## config.mk

```make
export PLATFORM = sky130hd
export DESIGN_NAME = id_stage
export DESIGN_NICKNAME = d
export VERILOG_FILES = /design/src/id_pkg.sv /design/src/id_stage.sv /design/src/id_ex_fsm.sv /design/src/id_operand_mux.sv /design/src/id_decoder.sv
export VERILOG_INCLUDE_DIRS = /design/src
export SDC_FILE = /design/constraint.sdc
export NUM_CORES = 1
export LEC_CHECK = 0
export BUFFER_PORTS_ARGS = -buffer_cell sky130_fd_sc_hd__buf_2
export CAP_MARGIN = 20
export CORE_AREA = 2 2 139 141
export CTS_BUF_LIST = sky130_fd_sc_hd__clkbuf_2 sky130_fd_sc_hd__clkbuf_4 sky130_fd_sc_hd__clkbuf_8
export CTS_CLUSTER_SIZE = 28
export DETAILED_ROUTE_END_ITERATION = 7
export DIE_AREA = 0 0 141 143
export PLACE_DENSITY = 0.43
export SYNTH_ARGS = -nofsm -noshare
export SYNTH_HDL_FRONTEND = slang
export SYNTH_SLANG_ARGS = --single-unit
export TNS_END_PERCENT = 30
```

## constraint.sdc

```tcl
create_clock -name clk_i -period 4.45 [get_ports clk_i]
set_input_delay 0.2225 -clock clk_i [delete_from_list [all_inputs] [get_ports clk_i]]
set_output_delay 0.2225 -clock clk_i [all_outputs]
set_load 0.005 [all_outputs]
```

## src/id_macros.svh

```systemverilog
// Decode stage widths and constants
// Shared by the package and every RTL block of the stage

`ifndef ID_MACROS_SVH
`define ID_MACROS_SVH

// Data path width
`define ID_XLEN 32

// Register file address width
`define ID_REG_AW 5

// Offset of the second access of a misaligned load or store
`define ID_INCR_ADDR 4

// Link offset for JAL, no compressed instructions
`define ID_INCR_PC 4

`endif
```

## src/id_pkg.sv

```systemverilog
// Decode stage types
// Opcodes, ALU operations, operand selectors and the port structs

`include "id_macros.svh"

package id_pkg;

  // RV32I major opcodes handled by the stage
  typedef enum logic [6:0] {
    OPCODE_LOAD   = 7'h03,
    OPCODE_OP_IMM = 7'h13,
    OPCODE_AUIPC  = 7'h17,
    OPCODE_STORE  = 7'h23,
    OPCODE_OP     = 7'h33,
    OPCODE_LUI    = 7'h37,
    OPCODE_BRANCH = 7'h63,
    OPCODE_JAL    = 7'h6f
  } opcode_e;

  // Arithmetic, logic, shift and comparison operations
  typedef enum logic [4:0] {
    ALU_ADD, ALU_SUB, ALU_XOR, ALU_OR, ALU_AND,
    ALU_SLL, ALU_SRL, ALU_SRA, ALU_SLT, ALU_SLTU,
    ALU_EQ, ALU_NE, ALU_LT, ALU_GE, ALU_LTU, ALU_GEU
  } alu_op_e;

  typedef enum logic [1:0] {OP_A_REG_A, OP_A_FWD, OP_A_CURRPC, OP_A_ZERO} op_a_sel_e;
  typedef enum logic {OP_B_REG_B, OP_B_IMM} op_b_sel_e;

  typedef enum logic [2:0] {
    IMM_B_I, IMM_B_S, IMM_B_B, IMM_B_U, IMM_B_J, IMM_B_INCR_PC, IMM_B_INCR_ADDR
  } imm_b_sel_e;

  // Sign-extended immediates of all formats
  typedef struct packed {
    logic [`ID_XLEN-1:0] i;
    logic [`ID_XLEN-1:0] s;
    logic [`ID_XLEN-1:0] b;
    logic [`ID_XLEN-1:0] u;
    logic [`ID_XLEN-1:0] j;
  } imm_set_t;

  // Decoded control of one instruction
  typedef struct packed {
    logic                  illegal;
    alu_op_e               alu_op;
    op_a_sel_e             op_a_sel;
    op_b_sel_e             op_b_sel;
    imm_b_sel_e            imm_b_sel;
    logic                  rf_we;
    logic [`ID_REG_AW-1:0] rf_waddr;
    logic                  lsu_req;
    logic                  lsu_we;
    logic [1:0]            lsu_type;
    logic                  lsu_sign_ext;
    logic                  branch;
    logic                  jump;
  } dec_ctrl_t;

  typedef struct packed {
    logic [`ID_REG_AW-1:0] raddr_a;
    logic [`ID_REG_AW-1:0] raddr_b;
    logic                  ren_a;
    logic                  ren_b;
  } rf_rd_t;

  typedef struct packed {
    alu_op_e             op;
    logic [`ID_XLEN-1:0] operand_a;
    logic [`ID_XLEN-1:0] operand_b;
  } alu_req_t;

  // Memory request, data_type is 00 word, 01 half, 10 byte
  typedef struct packed {
    logic                req;
    logic                we;
    logic [1:0]          data_type;
    logic                sign_ext;
    logic [`ID_XLEN-1:0] wdata;
  } lsu_req_t;

  typedef struct packed {
    logic                  we;
    logic [`ID_REG_AW-1:0] waddr;
    logic [`ID_XLEN-1:0]   wdata;
  } rf_wb_t;

  typedef enum logic {FIRST_CYCLE, MULTI_CYCLE} id_fsm_e;

endpackage

```

## src/id_stage.sv

```systemverilog
// Instruction decode stage top
// Joins decoder, operand mux and ID/EX sequencer into the port structs

`timescale 1ns/1ps
`include "id_macros.svh"

module id_stage (
  input  logic                clk_i,
  input  logic                rst_ni,
  input  logic                run_i,
  input  logic                instr_valid_i,
  input  logic [`ID_XLEN-1:0] instr_rdata_i,
  input  logic [`ID_XLEN-1:0] pc_id_i,
  input  logic                branch_decision_i,
  input  logic                ex_valid_i,
  input  logic                lsu_resp_valid_i,
  input  logic                lsu_addr_incr_req_i,
  input  logic [`ID_XLEN-1:0] lsu_addr_last_i,
  input  logic [`ID_XLEN-1:0] rf_rdata_a_i,
  input  logic [`ID_XLEN-1:0] rf_rdata_b_i,
  input  logic [`ID_XLEN-1:0] result_ex_i,
  output id_pkg::rf_rd_t      rf_rd_o,
  output id_pkg::alu_req_t    alu_req_o,
  output id_pkg::lsu_req_t    lsu_req_o,
  output id_pkg::rf_wb_t      rf_wb_o,
  output logic                pc_set_o,
  output logic                illegal_insn_o,
  output logic                instr_first_cycle_o,
  output logic                instr_done_o
);

  import id_pkg::*;

  dec_ctrl_t ctrl;
  imm_set_t  imm;
  logic      first_cycle;
  logic      lsu_req;
  logic      rf_we;

  id_decoder id_decoder_inst (
    .instr_rdata_i      (instr_rdata_i),
    .instr_first_cycle_i(first_cycle),
    .ctrl_o             (ctrl),
    .imm_o              (imm),
    .rf_rd_o            (rf_rd_o)
  );

  id_operand_mux id_operand_mux_inst (
    .ctrl_i             (ctrl),
    .imm_i              (imm),
    .rf_rdata_a_i       (rf_rdata_a_i),
    .rf_rdata_b_i       (rf_rdata_b_i),
    .pc_id_i            (pc_id_i),
    .lsu_addr_incr_req_i(lsu_addr_incr_req_i),
    .lsu_addr_last_i    (lsu_addr_last_i),
    .operand_a_o        (alu_req_o.operand_a),
    .operand_b_o        (alu_req_o.operand_b)
  );

  id_ex_fsm id_ex_fsm_inst (
    .clk_i              (clk_i),
    .rst_ni             (rst_ni),
    .instr_valid_i      (instr_valid_i),
    .run_i              (run_i),
    .ctrl_i             (ctrl),
    .branch_decision_i  (branch_decision_i),
    .ex_valid_i         (ex_valid_i),
    .lsu_resp_valid_i   (lsu_resp_valid_i),
    .instr_first_cycle_o(first_cycle),
    .instr_done_o       (instr_done_o),
    .lsu_req_o          (lsu_req),
    .rf_we_o            (rf_we),
    .pc_set_o           (pc_set_o)
  );

  assign alu_req_o.op = ctrl.alu_op;

  // Store data comes straight from the register file
  assign lsu_req_o.req       = lsu_req;
  assign lsu_req_o.we        = ctrl.lsu_we;
  assign lsu_req_o.data_type = ctrl.lsu_type;
  assign lsu_req_o.sign_ext  = ctrl.lsu_sign_ext;
  assign lsu_req_o.wdata     = rf_rdata_b_i;

  // EX result is the only write source
  assign rf_wb_o.we    = rf_we;
  assign rf_wb_o.waddr = ctrl.rf_waddr;
  assign rf_wb_o.wdata = result_ex_i;

  assign illegal_insn_o      = instr_valid_i & ctrl.illegal;
  assign instr_first_cycle_o = first_cycle;

endmodule

```

## src/id_ex_fsm.sv

```systemverilog
// ID/EX sequencer
// Tracks first and multi cycle, derives stalls, gates requests and writes

`timescale 1ns/1ps

module id_ex_fsm (
  input  logic              clk_i,
  input  logic              rst_ni,
  input  logic              instr_valid_i,
  input  logic              run_i,
  input  id_pkg::dec_ctrl_t ctrl_i,
  input  logic              branch_decision_i,
  input  logic              ex_valid_i,
  input  logic              lsu_resp_valid_i,
  output logic              instr_first_cycle_o,
  output logic              instr_done_o,
  output logic              lsu_req_o,
  output logic              rf_we_o,
  output logic              pc_set_o
);

  import id_pkg::*;

  id_fsm_e fsm_q, fsm_d;
  logic    executing;
  logic    first_cycle;
  logic    multicycle_done;
  logic    stall_mem, stall_branch, stall_jump;
  logic    branch_set_d, branch_set_q;
  logic    jump_set_raw;
  logic    set_raw;
  logic    set_done_q;

  // No writeback stage, a valid instruction executes whenever the core runs
  assign executing   = instr_valid_i & run_i;
  assign first_cycle = instr_valid_i & (fsm_q == FIRST_CYCLE);

  // Memory ops end on the response, branches and jumps on EX valid
  assign multicycle_done = ctrl_i.lsu_req ? lsu_resp_valid_i : ex_valid_i;

  ////////////////////////////////////////
  // Next state
  ////////////////////////////////////////

  always_comb begin
    fsm_d        = fsm_q;
    stall_branch = 1'b0;
    stall_jump   = 1'b0;
    branch_set_d = 1'b0;
    jump_set_raw = 1'b0;
    if (executing) begin
      unique case (fsm_q)
        FIRST_CYCLE: begin
          if (ctrl_i.lsu_req) begin
            fsm_d = MULTI_CYCLE;
          end else if (ctrl_i.branch) begin
            // Taken branch computes its target in the next cycle
            fsm_d        = branch_decision_i ? MULTI_CYCLE : FIRST_CYCLE;
            stall_branch = branch_decision_i;
            branch_set_d = branch_decision_i;
          end else if (ctrl_i.jump) begin
            fsm_d        = MULTI_CYCLE;
            stall_jump   = 1'b1;
            jump_set_raw = 1'b1;
          end
        end
        default: begin
          if (multicycle_done) begin
            fsm_d = FIRST_CYCLE;
          end else begin
            stall_branch = ctrl_i.branch;
            stall_jump   = ctrl_i.jump;
          end
        end
      endcase
    end
  end

  // Loads and stores always hold the first cycle, then wait for the response
  assign stall_mem = instr_valid_i & ctrl_i.lsu_req & (~lsu_resp_valid_i | first_cycle);

  always_ff @(posedge clk_i or negedge rst_ni) begin
    if (!rst_ni) begin
      fsm_q        <= FIRST_CYCLE;
      branch_set_q <= 1'b0;
    end else if (executing) begin
      fsm_q        <= fsm_d;
      branch_set_q <= branch_set_d;
    end
  end

  ////////////////////////////////////////
  // PC set and completion
  ////////////////////////////////////////

  assign set_raw = (branch_set_q & executing) | jump_set_raw;

  // Remembers a set already issued, so one instruction sets the PC once
  always_ff @(posedge clk_i or negedge rst_ni) begin
    if (!rst_ni) begin
      set_done_q <= 1'b0;
    end else begin
      set_done_q <= (set_raw | set_done_q) & ~instr_done_o;
    end
  end

  assign pc_set_o = set_raw & ~set_done_q;

  assign instr_done_o        = executing & ~(stall_mem | stall_branch | stall_jump);
  assign instr_first_cycle_o = first_cycle;

  // Request only once per instruction, write only on completion
  assign lsu_req_o = executing & first_cycle & ctrl_i.lsu_req;
  assign rf_we_o   = instr_done_o & ctrl_i.rf_we;

endmodule

```

## src/id_operand_mux.sv

```systemverilog
// ALU operand selection
// Register, PC or zero on A, register or immediate on B, misaligned override

`timescale 1ns/1ps
`include "id_macros.svh"

module id_operand_mux (
  input  id_pkg::dec_ctrl_t   ctrl_i,
  input  id_pkg::imm_set_t    imm_i,
  input  logic [`ID_XLEN-1:0] rf_rdata_a_i,
  input  logic [`ID_XLEN-1:0] rf_rdata_b_i,
  input  logic [`ID_XLEN-1:0] pc_id_i,
  input  logic                lsu_addr_incr_req_i,
  input  logic [`ID_XLEN-1:0] lsu_addr_last_i,
  output logic [`ID_XLEN-1:0] operand_a_o,
  output logic [`ID_XLEN-1:0] operand_b_o
);

  import id_pkg::*;

  op_a_sel_e           op_a_sel;
  op_b_sel_e           op_b_sel;
  imm_b_sel_e          imm_b_sel;
  logic [`ID_XLEN-1:0] imm_b;

  // Second half of a misaligned access computes last address plus 4
  assign op_a_sel  = lsu_addr_incr_req_i ? OP_A_FWD        : ctrl_i.op_a_sel;
  assign op_b_sel  = lsu_addr_incr_req_i ? OP_B_IMM        : ctrl_i.op_b_sel;
  assign imm_b_sel = lsu_addr_incr_req_i ? IMM_B_INCR_ADDR : ctrl_i.imm_b_sel;

  always_comb begin
    unique case (op_a_sel)
      OP_A_REG_A:  operand_a_o = rf_rdata_a_i;
      OP_A_FWD:    operand_a_o = lsu_addr_last_i;
      OP_A_CURRPC: operand_a_o = pc_id_i;
      default:     operand_a_o = '0;
    endcase
  end

  always_comb begin
    unique case (imm_b_sel)
      IMM_B_I:       imm_b = imm_i.i;
      IMM_B_S:       imm_b = imm_i.s;
      IMM_B_B:       imm_b = imm_i.b;
      IMM_B_U:       imm_b = imm_i.u;
      IMM_B_J:       imm_b = imm_i.j;
      IMM_B_INCR_PC: imm_b = `ID_XLEN'(`ID_INCR_PC);
      default:       imm_b = `ID_XLEN'(`ID_INCR_ADDR);
    endcase
  end

  assign operand_b_o = (op_b_sel == OP_B_IMM) ? imm_b : rf_rdata_b_i;

endmodule

```

## src/id_decoder.sv

```systemverilog
// RV32I instruction decoder
// Produces ALU control, operand selects, memory control and immediates

`timescale 1ns/1ps
`include "id_macros.svh"

module id_decoder (
  input  logic [`ID_XLEN-1:0] instr_rdata_i,
  input  logic                instr_first_cycle_i,
  output id_pkg::dec_ctrl_t   ctrl_o,
  output id_pkg::imm_set_t    imm_o,
  output id_pkg::rf_rd_t      rf_rd_o
);

  import id_pkg::*;

  logic [2:0] funct3;
  logic [6:0] funct7;
  logic       ren_a;
  logic       ren_b;

  assign funct3 = instr_rdata_i[14:12];
  assign funct7 = instr_rdata_i[31:25];

  ////////////////////////////////////////
  // Immediates
  ////////////////////////////////////////

  assign imm_o.i = {{20{instr_rdata_i[31]}}, instr_rdata_i[31:20]};
  assign imm_o.s = {{20{instr_rdata_i[31]}}, instr_rdata_i[31:25], instr_rdata_i[11:7]};
  // B and J immediates are scrambled, bit 0 always zero
  assign imm_o.b = {{19{instr_rdata_i[31]}}, instr_rdata_i[31], instr_rdata_i[7],
                    instr_rdata_i[30:25], instr_rdata_i[11:8], 1'b0};
  assign imm_o.u = {instr_rdata_i[31:12], 12'b0};
  assign imm_o.j = {{12{instr_rdata_i[31]}}, instr_rdata_i[19:12], instr_rdata_i[20],
                    instr_rdata_i[30:21], 1'b0};

  ////////////////////////////////////////
  // Control decode
  ////////////////////////////////////////

  always_comb begin
    // Defaults describe a register plus I-immediate add with no side effects
    ctrl_o           = '0;
    ctrl_o.alu_op    = ALU_ADD;
    ctrl_o.op_a_sel  = OP_A_REG_A;
    ctrl_o.op_b_sel  = OP_B_IMM;
    ctrl_o.imm_b_sel = IMM_B_I;
    ctrl_o.rf_waddr  = instr_rdata_i[11:7];
    ren_a            = 1'b0;
    ren_b            = 1'b0;

    unique case (opcode_e'(instr_rdata_i[6:0]))
      OPCODE_LUI: begin
        ctrl_o.op_a_sel  = OP_A_ZERO;
        ctrl_o.imm_b_sel = IMM_B_U;
        ctrl_o.rf_we     = 1'b1;
      end
      OPCODE_AUIPC: begin
        ctrl_o.op_a_sel  = OP_A_CURRPC;
        ctrl_o.imm_b_sel = IMM_B_U;
        ctrl_o.rf_we     = 1'b1;
      end
      OPCODE_OP_IMM: begin
        ren_a        = 1'b1;
        ctrl_o.rf_we = 1'b1;
        unique case (funct3)
          3'b000: ctrl_o.alu_op = ALU_ADD;
          3'b010: ctrl_o.alu_op = ALU_SLT;
          3'b011: ctrl_o.alu_op = ALU_SLTU;
          3'b100: ctrl_o.alu_op = ALU_XOR;
          3'b110: ctrl_o.alu_op = ALU_OR;
          3'b111: ctrl_o.alu_op = ALU_AND;
          3'b001: begin
            ctrl_o.alu_op  = ALU_SLL;
            ctrl_o.illegal = (funct7 != 7'b0000000);
          end
          default: begin
            // Shift right, funct7 picks logical or arithmetic
            ctrl_o.alu_op  = funct7[5] ? ALU_SRA : ALU_SRL;
            ctrl_o.illegal = (funct7 != 7'b0000000) && (funct7 != 7'b0100000);
          end
        endcase
      end
      OPCODE_OP: begin
        ren_a           = 1'b1;
        ren_b           = 1'b1;
        ctrl_o.op_b_sel = OP_B_REG_B;
        ctrl_o.rf_we    = 1'b1;
        unique case ({funct7, funct3})
          {7'b0000000, 3'b000}: ctrl_o.alu_op = ALU_ADD;
          {7'b0100000, 3'b000}: ctrl_o.alu_op = ALU_SUB;
          {7'b0000000, 3'b001}: ctrl_o.alu_op = ALU_SLL;
          {7'b0000000, 3'b010}: ctrl_o.alu_op = ALU_SLT;
          {7'b0000000, 3'b011}: ctrl_o.alu_op = ALU_SLTU;
          {7'b0000000, 3'b100}: ctrl_o.alu_op = ALU_XOR;
          {7'b0000000, 3'b101}: ctrl_o.alu_op = ALU_SRL;
          {7'b0100000, 3'b101}: ctrl_o.alu_op = ALU_SRA;
          {7'b0000000, 3'b110}: ctrl_o.alu_op = ALU_OR;
          {7'b0000000, 3'b111}: ctrl_o.alu_op = ALU_AND;
          default:              ctrl_o.illegal = 1'b1;
        endcase
      end
      OPCODE_LOAD: begin
        ren_a               = 1'b1;
        ctrl_o.rf_we        = 1'b1;
        ctrl_o.lsu_req      = 1'b1;
        // funct3[2] marks the unsigned byte and half loads
        ctrl_o.lsu_sign_ext = ~funct3[2];
        unique case (funct3)
          3'b000, 3'b100: ctrl_o.lsu_type = 2'b10;
          3'b001, 3'b101: ctrl_o.lsu_type = 2'b01;
          3'b010:         ctrl_o.lsu_type = 2'b00;
          default:        ctrl_o.illegal  = 1'b1;
        endcase
      end
      OPCODE_STORE: begin
        ren_a            = 1'b1;
        ren_b            = 1'b1;
        ctrl_o.imm_b_sel = IMM_B_S;
        ctrl_o.lsu_req   = 1'b1;
        ctrl_o.lsu_we    = 1'b1;
        unique case (funct3)
          3'b000:  ctrl_o.lsu_type = 2'b10;
          3'b001:  ctrl_o.lsu_type = 2'b01;
          3'b010:  ctrl_o.lsu_type = 2'b00;
          default: ctrl_o.illegal  = 1'b1;
        endcase
      end
      OPCODE_BRANCH: begin
        ren_a         = 1'b1;
        ren_b         = 1'b1;
        ctrl_o.branch = 1'b1;
        unique case (funct3)
          3'b000:  ctrl_o.alu_op = ALU_EQ;
          3'b001:  ctrl_o.alu_op = ALU_NE;
          3'b100:  ctrl_o.alu_op = ALU_LT;
          3'b101:  ctrl_o.alu_op = ALU_GE;
          3'b110:  ctrl_o.alu_op = ALU_LTU;
          3'b111:  ctrl_o.alu_op = ALU_GEU;
          default: ctrl_o.illegal = 1'b1;
        endcase
        if (instr_first_cycle_i) begin
          // Compare rs1 against rs2
          ctrl_o.op_b_sel = OP_B_REG_B;
        end else begin
          // Target address PC plus B-immediate
          ctrl_o.alu_op    = ALU_ADD;
          ctrl_o.op_a_sel  = OP_A_CURRPC;
          ctrl_o.imm_b_sel = IMM_B_B;
        end
      end
      OPCODE_JAL: begin
        ctrl_o.jump     = 1'b1;
        ctrl_o.op_a_sel = OP_A_CURRPC;
        if (instr_first_cycle_i) begin
          ctrl_o.imm_b_sel = IMM_B_J;
        end else begin
          // Link value PC plus 4 goes to rd
          ctrl_o.imm_b_sel = IMM_B_INCR_PC;
          ctrl_o.rf_we     = 1'b1;
        end
      end
      default: ctrl_o.illegal = 1'b1;
    endcase

    // Illegal encodings must have no side effects
    if (ctrl_o.illegal) begin
      ctrl_o.rf_we   = 1'b0;
      ctrl_o.lsu_req = 1'b0;
      ctrl_o.branch  = 1'b0;
      ctrl_o.jump    = 1'b0;
      ren_a          = 1'b0;
      ren_b          = 1'b0;
    end
  end

  assign rf_rd_o.raddr_a = instr_rdata_i[19:15];
  assign rf_rd_o.raddr_b = instr_rdata_i[24:20];
  assign rf_rd_o.ren_a   = ren_a;
  assign rf_rd_o.ren_b   = ren_b;

endmodule

```

Word-level counts from Yosys, hierarchy flattened
Index checks and enable logic that the tools add are counted.
{ "word_totals": {"ff_bits": 3, "in_bits": 200, "output_inout_bits": 160, "elab_cells": 137} }
{ "op_classes": {"eq_ne": 31, "muxes": 60, "bitwise_logic": 23, "reduce_logical": 20} }
{ "op_table": {"columns": ["cell", "n"], "rows": [
  ["$pmux W32 S5", 1],
  ["$pmux W32 S3", 1],
  ["$eq A10 B3 Y1 const B", 4],
  ["$mux W1", 39],
  ["$pmux W4 S9", 1],
  ["$pmux W5 S7", 1],
  ["$mux W32", 1],
  ["$pmux W4 S6", 1],
  ["$eq A7 B6 Y1 const B", 3],
  ["$eq A10 B2 Y1 const B", 2],
  ["$eq A10 B9 Y1 const B", 2],
  ["$eq A3 B3 Y1 const B", 5],
  ["$pmux W5 S3", 1],
  ["$reduce_or A5 Y1", 3],
  ["$eq A7 B5 Y1 const B", 2],
  ["$eq A7 B7 Y1 const B", 2],
  ["$and A1 B1 Y1", 12],
  ["$eq A3 B2 Y1 const B", 4],
  ["$pmux W2 S2", 3],
  ["$pmux W3 S4", 1],
  ["$reduce_or A6 Y1", 2],
  ["$eq A10 B1 Y1 const B", 1],
  ["$logic_not A10 Y1", 1],
  ["$reduce_or A10 Y1", 1],
  ["other kinds (19)", 40]
]} }

Depth between registers and ports, before layout
{ "logic_depth": {"depth_word": 15, "ltp_mapped": 8, "depth_no_buf": 6} }

Modules after synthesis
From an unflattened synthesis, not the netlist that was laid out.
{ "unflattened": {"hier_cells": 698, "hier_area_um2": 5064.9} }
{ "by_module_without_submodules": {"columns": ["mod", "instances", "cells_per_inst", "area_each_um2", "seq_area_each_um2"], "rows": [
  ["id_operand_mux", 1, 317, 2306.0, 0.0],
  ["id_decoder", 1, 287, 2015.7, 0.0],
  ["id_stage", 1, 67, 501.7, 0.0],
  ["id_ex_fsm", 1, 27, 241.5, 75.1]
]} }

Worst setup path before layout
Ideal clock, no wire load.
{ "synth_timing": {"path_kind": "reg-to-output", "startpoint": "reg id_ex_fsm_inst.fsm_q", "endpoint": "out alu_req_o[21] (netlist bit)", "arrival_time_ns": 1.771, "required_time_ns": 4.228, "path_slack_ns": 2.456, "path_stages_with_launch": 7, "path_buffers": 1, "path_cell_list": "dfrtp_1 nand4bb_1 a2111oi_4 a2111oi_4 and2_4 buf_6 a221o_1"} }
{ "synth_lines": {"columns": ["item", "line_no", "text"], "rows": [
  ["start: declaration", "id_ex_fsm.sv:24", "id_fsm_e fsm_q, fsm_d;"],
  ["start signal: assignment", "id_ex_fsm.sv:87", "fsm_q <= fsm_d;"],
  ["end: declaration", "id_stage.sv:23", "output id_pkg::alu_req_t alu_req_o,"]
]} }

==> impl_metrics.tcl <==
set metrics [dict create \
    grt-ovfl-total 0 \
    grt_max_degree 44 \
    dr.pass1.iters 4 \
    grt_usage 0.112 \
    synth-seq-cells 3 \
    hpwl_um 10900 \
    final.setup_skew_ps 1.83 \
    ys_types 58 \
    yosys_warnings 0 \
    grt_first_pass_wirelength_um 18200 \
    wl_um 12900 \
    wl_per_cell_um 16.5 \
    fin_cells 784 \
    syn_area_mm2 0.00265 \
    worstSetupStartpointType "flip-flop" \
    die_width_um 141 \
    drc_errors 0 \
    finalHoldViolations 0 \
    cts_root_buf "clkbuf_8" \
    core-area_mm2 0.0186 \
    cp_max_fo 8 \
    hp-class "in -> async" \
    gp_congestion 0.798 \
    die_area_mm2 0.0202 \
    leakagePower_nw 2.16 \
    crit_type "reg -> out" \
    clkTransAtPathRegs_ps 30 \
    slew-limit-headroom 0.452 \
    drt.antenna.violating_nets 0 \
    endpoint_kind "output pin" \
    post-route-period-util 0.623 \
    synth_top_flop_cell "dfrtp_1" \
    antenna_found_initial 0 \
    start_util 0.143 \
    yosysTopAreaCell "buf_4" \
    area_growth_pct 41.8 \
    crit_arrival_ps 2550 \
    rsz0062_at_grt "false" \
    cts.sinks 3 \
    max_cap_viol_count 0 \
    viasPerCell 4.38 \
    drt_iter0_drc 172 \
    synth-async-reset-ratio 1.00 \
    cts.repair.resized 0 \
    first_global_vias 3146 \
    clock_latency_ps 220 \
    seq_area_frac_synth 0.0283 \
    rows 50 \
    nFillCells 2152 \
    dp.cells 779 \
    synth.most_common_cell "buf_4" \
    layout_min_cycle_time_ps 2770 \
    n_antenna_cell 0 \
    cp.required_ps 4230 \
    cts_tree "yes" \
    power.density_mw_per_mm2 112 \
    cts_buffer_depth 2 \
    drive_above_1_share 0.585 \
    final_util 0.202 \
    synth_area_per_cell_um2 7.47 \
    worst_pin_slew_ps 816 \
    vias 3432 \
    synth_edf_count 0 \
    synthCells 355 \
    numCtsBuffers 3 \
    htree_levels 1 \
    netlist.area_leader.share 0.241 \
    peakVddDrop_uv 128 \
    synthTopCellsByCount "buf_4 (85), a22o_1 (39), a21o_1 (37)" \
    dieHeight_um 143 \
    report.final.slew_viol_count 0 \
    synthesis.nets 555 \
    setup_tns_ps 0 \
    num-nets-final 751 \
    power.total_mw 0.420 \
    synth.area.top_cells "buf_4 (24%), a22o_1 (13%), a21o_1 (10%), a221o_1 (7.2%), dfrtp_1 (2.8%)" \
    setup_viol 0 \
    port_buffers 294 \
    max_freq_ghz 0.361 \
    ios 360 \
    status "finished clean" \
]
==> state kept, by name, summed over array words and instances (netlist names) <==
name / count
id_ex_fsm_inst.fsm_q: 1
id_ex_fsm_inst.set_done_q: 1
id_ex_fsm_inst.branch_set_q: 1
==> kinds of logic (layout without fill, tap and decap cells) <==
| group | count (synthesis) | after routing | synth area share |
|---|---|---|---|
| compound gates | 146 | 146 | 0.451 |
| buf+inv | 118 | 313 | 0.300 |
| simple gates | 78 | 78 | 0.184 |
| mux | 8 | 8 | 0.0316 |
| flops | 3 | 3 | 0.0283 |
| other cells | 1 | 1 | 0.00141 |
| xor+xnor | 1 | 1 | 0.00330 |
==> critical path, cell delays in order, from the launching register on <==
cell and delay, ps:
dfrtp_1 420, nand2b_2 250, inv_2 120, a221oi_2 120, nor3_1 650, a21o_1 430, a221o_1 220, buf_2 110
==> area by class of cell <==
type / instances / area (um^2) / share of cell area
clock buffers: 4 / 48.8 / 0.0130
inverters: 9 / 33.8 / 0.00898
multi-input cells: 234 / 1790 / 0.477
flip-flops and latches: 3 / 75.1 / 0.0200
well taps: 234 / 293 / 0.0778
repair buffers: 300 / 1520 / 0.404
==> stage by stage <==
| step | worst slack, ps | hold WS [ps] | cell area [um^2] |
|---|---|---|---|
| 3_3_place_gp | 1920 | 27.1 | 3700 |
| 2_1_floorplan | 2460 | -73.1 | 2650 |
| 6_report | 1680 | 332 | 3760 |
| 4_1_cts | 1680 | 333 | 3760 |
| 3_5_place_dp | 1890 | 25.4 | 3700 |
| 5_1_grt | 1510 | 343 | 3760 |
==> layer usage <==
metal | vias up | GRT usage | wire (um)
met5 | - | 0 | 0
met4 | 0 | 0.0174 | 127
met3 | 16 | 0.0188 | 863
li1 | 1652 | - | -
met1 | 1592 | 0.151 | 5650
met2 | 172 | 0.192 | 6310
==> final timing paths <==
| kind | from | end | slack [ps] | cells after the start |
|---|---|---|---|---|
| setup / recovery | id_ex_fsm_inst.fsm_q | alu_req_o[16] | 1680 | 7 |
| hold / removal | rst_ni | id_ex_fsm_inst.set_done_q | 330 | 2 |
| max in group asynchronous | rst_ni | id_ex_fsm_inst.fsm_q | 4010 | 2 |
| setup reg to reg | id_ex_fsm_inst.fsm_q | id_ex_fsm_inst.set_done_q | 3150 | 5 |
| hold reg to reg | id_ex_fsm_inst.set_done_q | id_ex_fsm_inst.set_done_q | 530 | 2 |
| min in group clk_i | ex_valid_i | id_ex_fsm_inst.set_done_q | 370 | 3 |
==> where the power goes <==
part,internal (mW),switching (mW),total (mW)
Sequential,0.0278,0.000373,0.0281
Clock,0.0672,0.0185,0.0857
Combinational,0.159,0.148,0.306
Total,0.254,0.167,0.420
==> repair_timing <==
| item | CTS | global route |
|---|---|---|
| hold endpoints to repair | 3 | 0 |
| hold buffers | 1 | 0 |
| buffers inserted | 0 | 0 |
==> cells in the final DEF, fill, tap and decap left out, types with 6 or more instances in the layout <==
cell type	instances
a21o_1	37
a21oi_1	6
a221o_1	19
a22o_1	39
buf_2	294
inv_1	8
nand2_1	19
nor2_1	12
nor3_1	9
o21ai_0	10
o21ai_1	6
No activity file was read; power rests on OpenSTA's default activity.
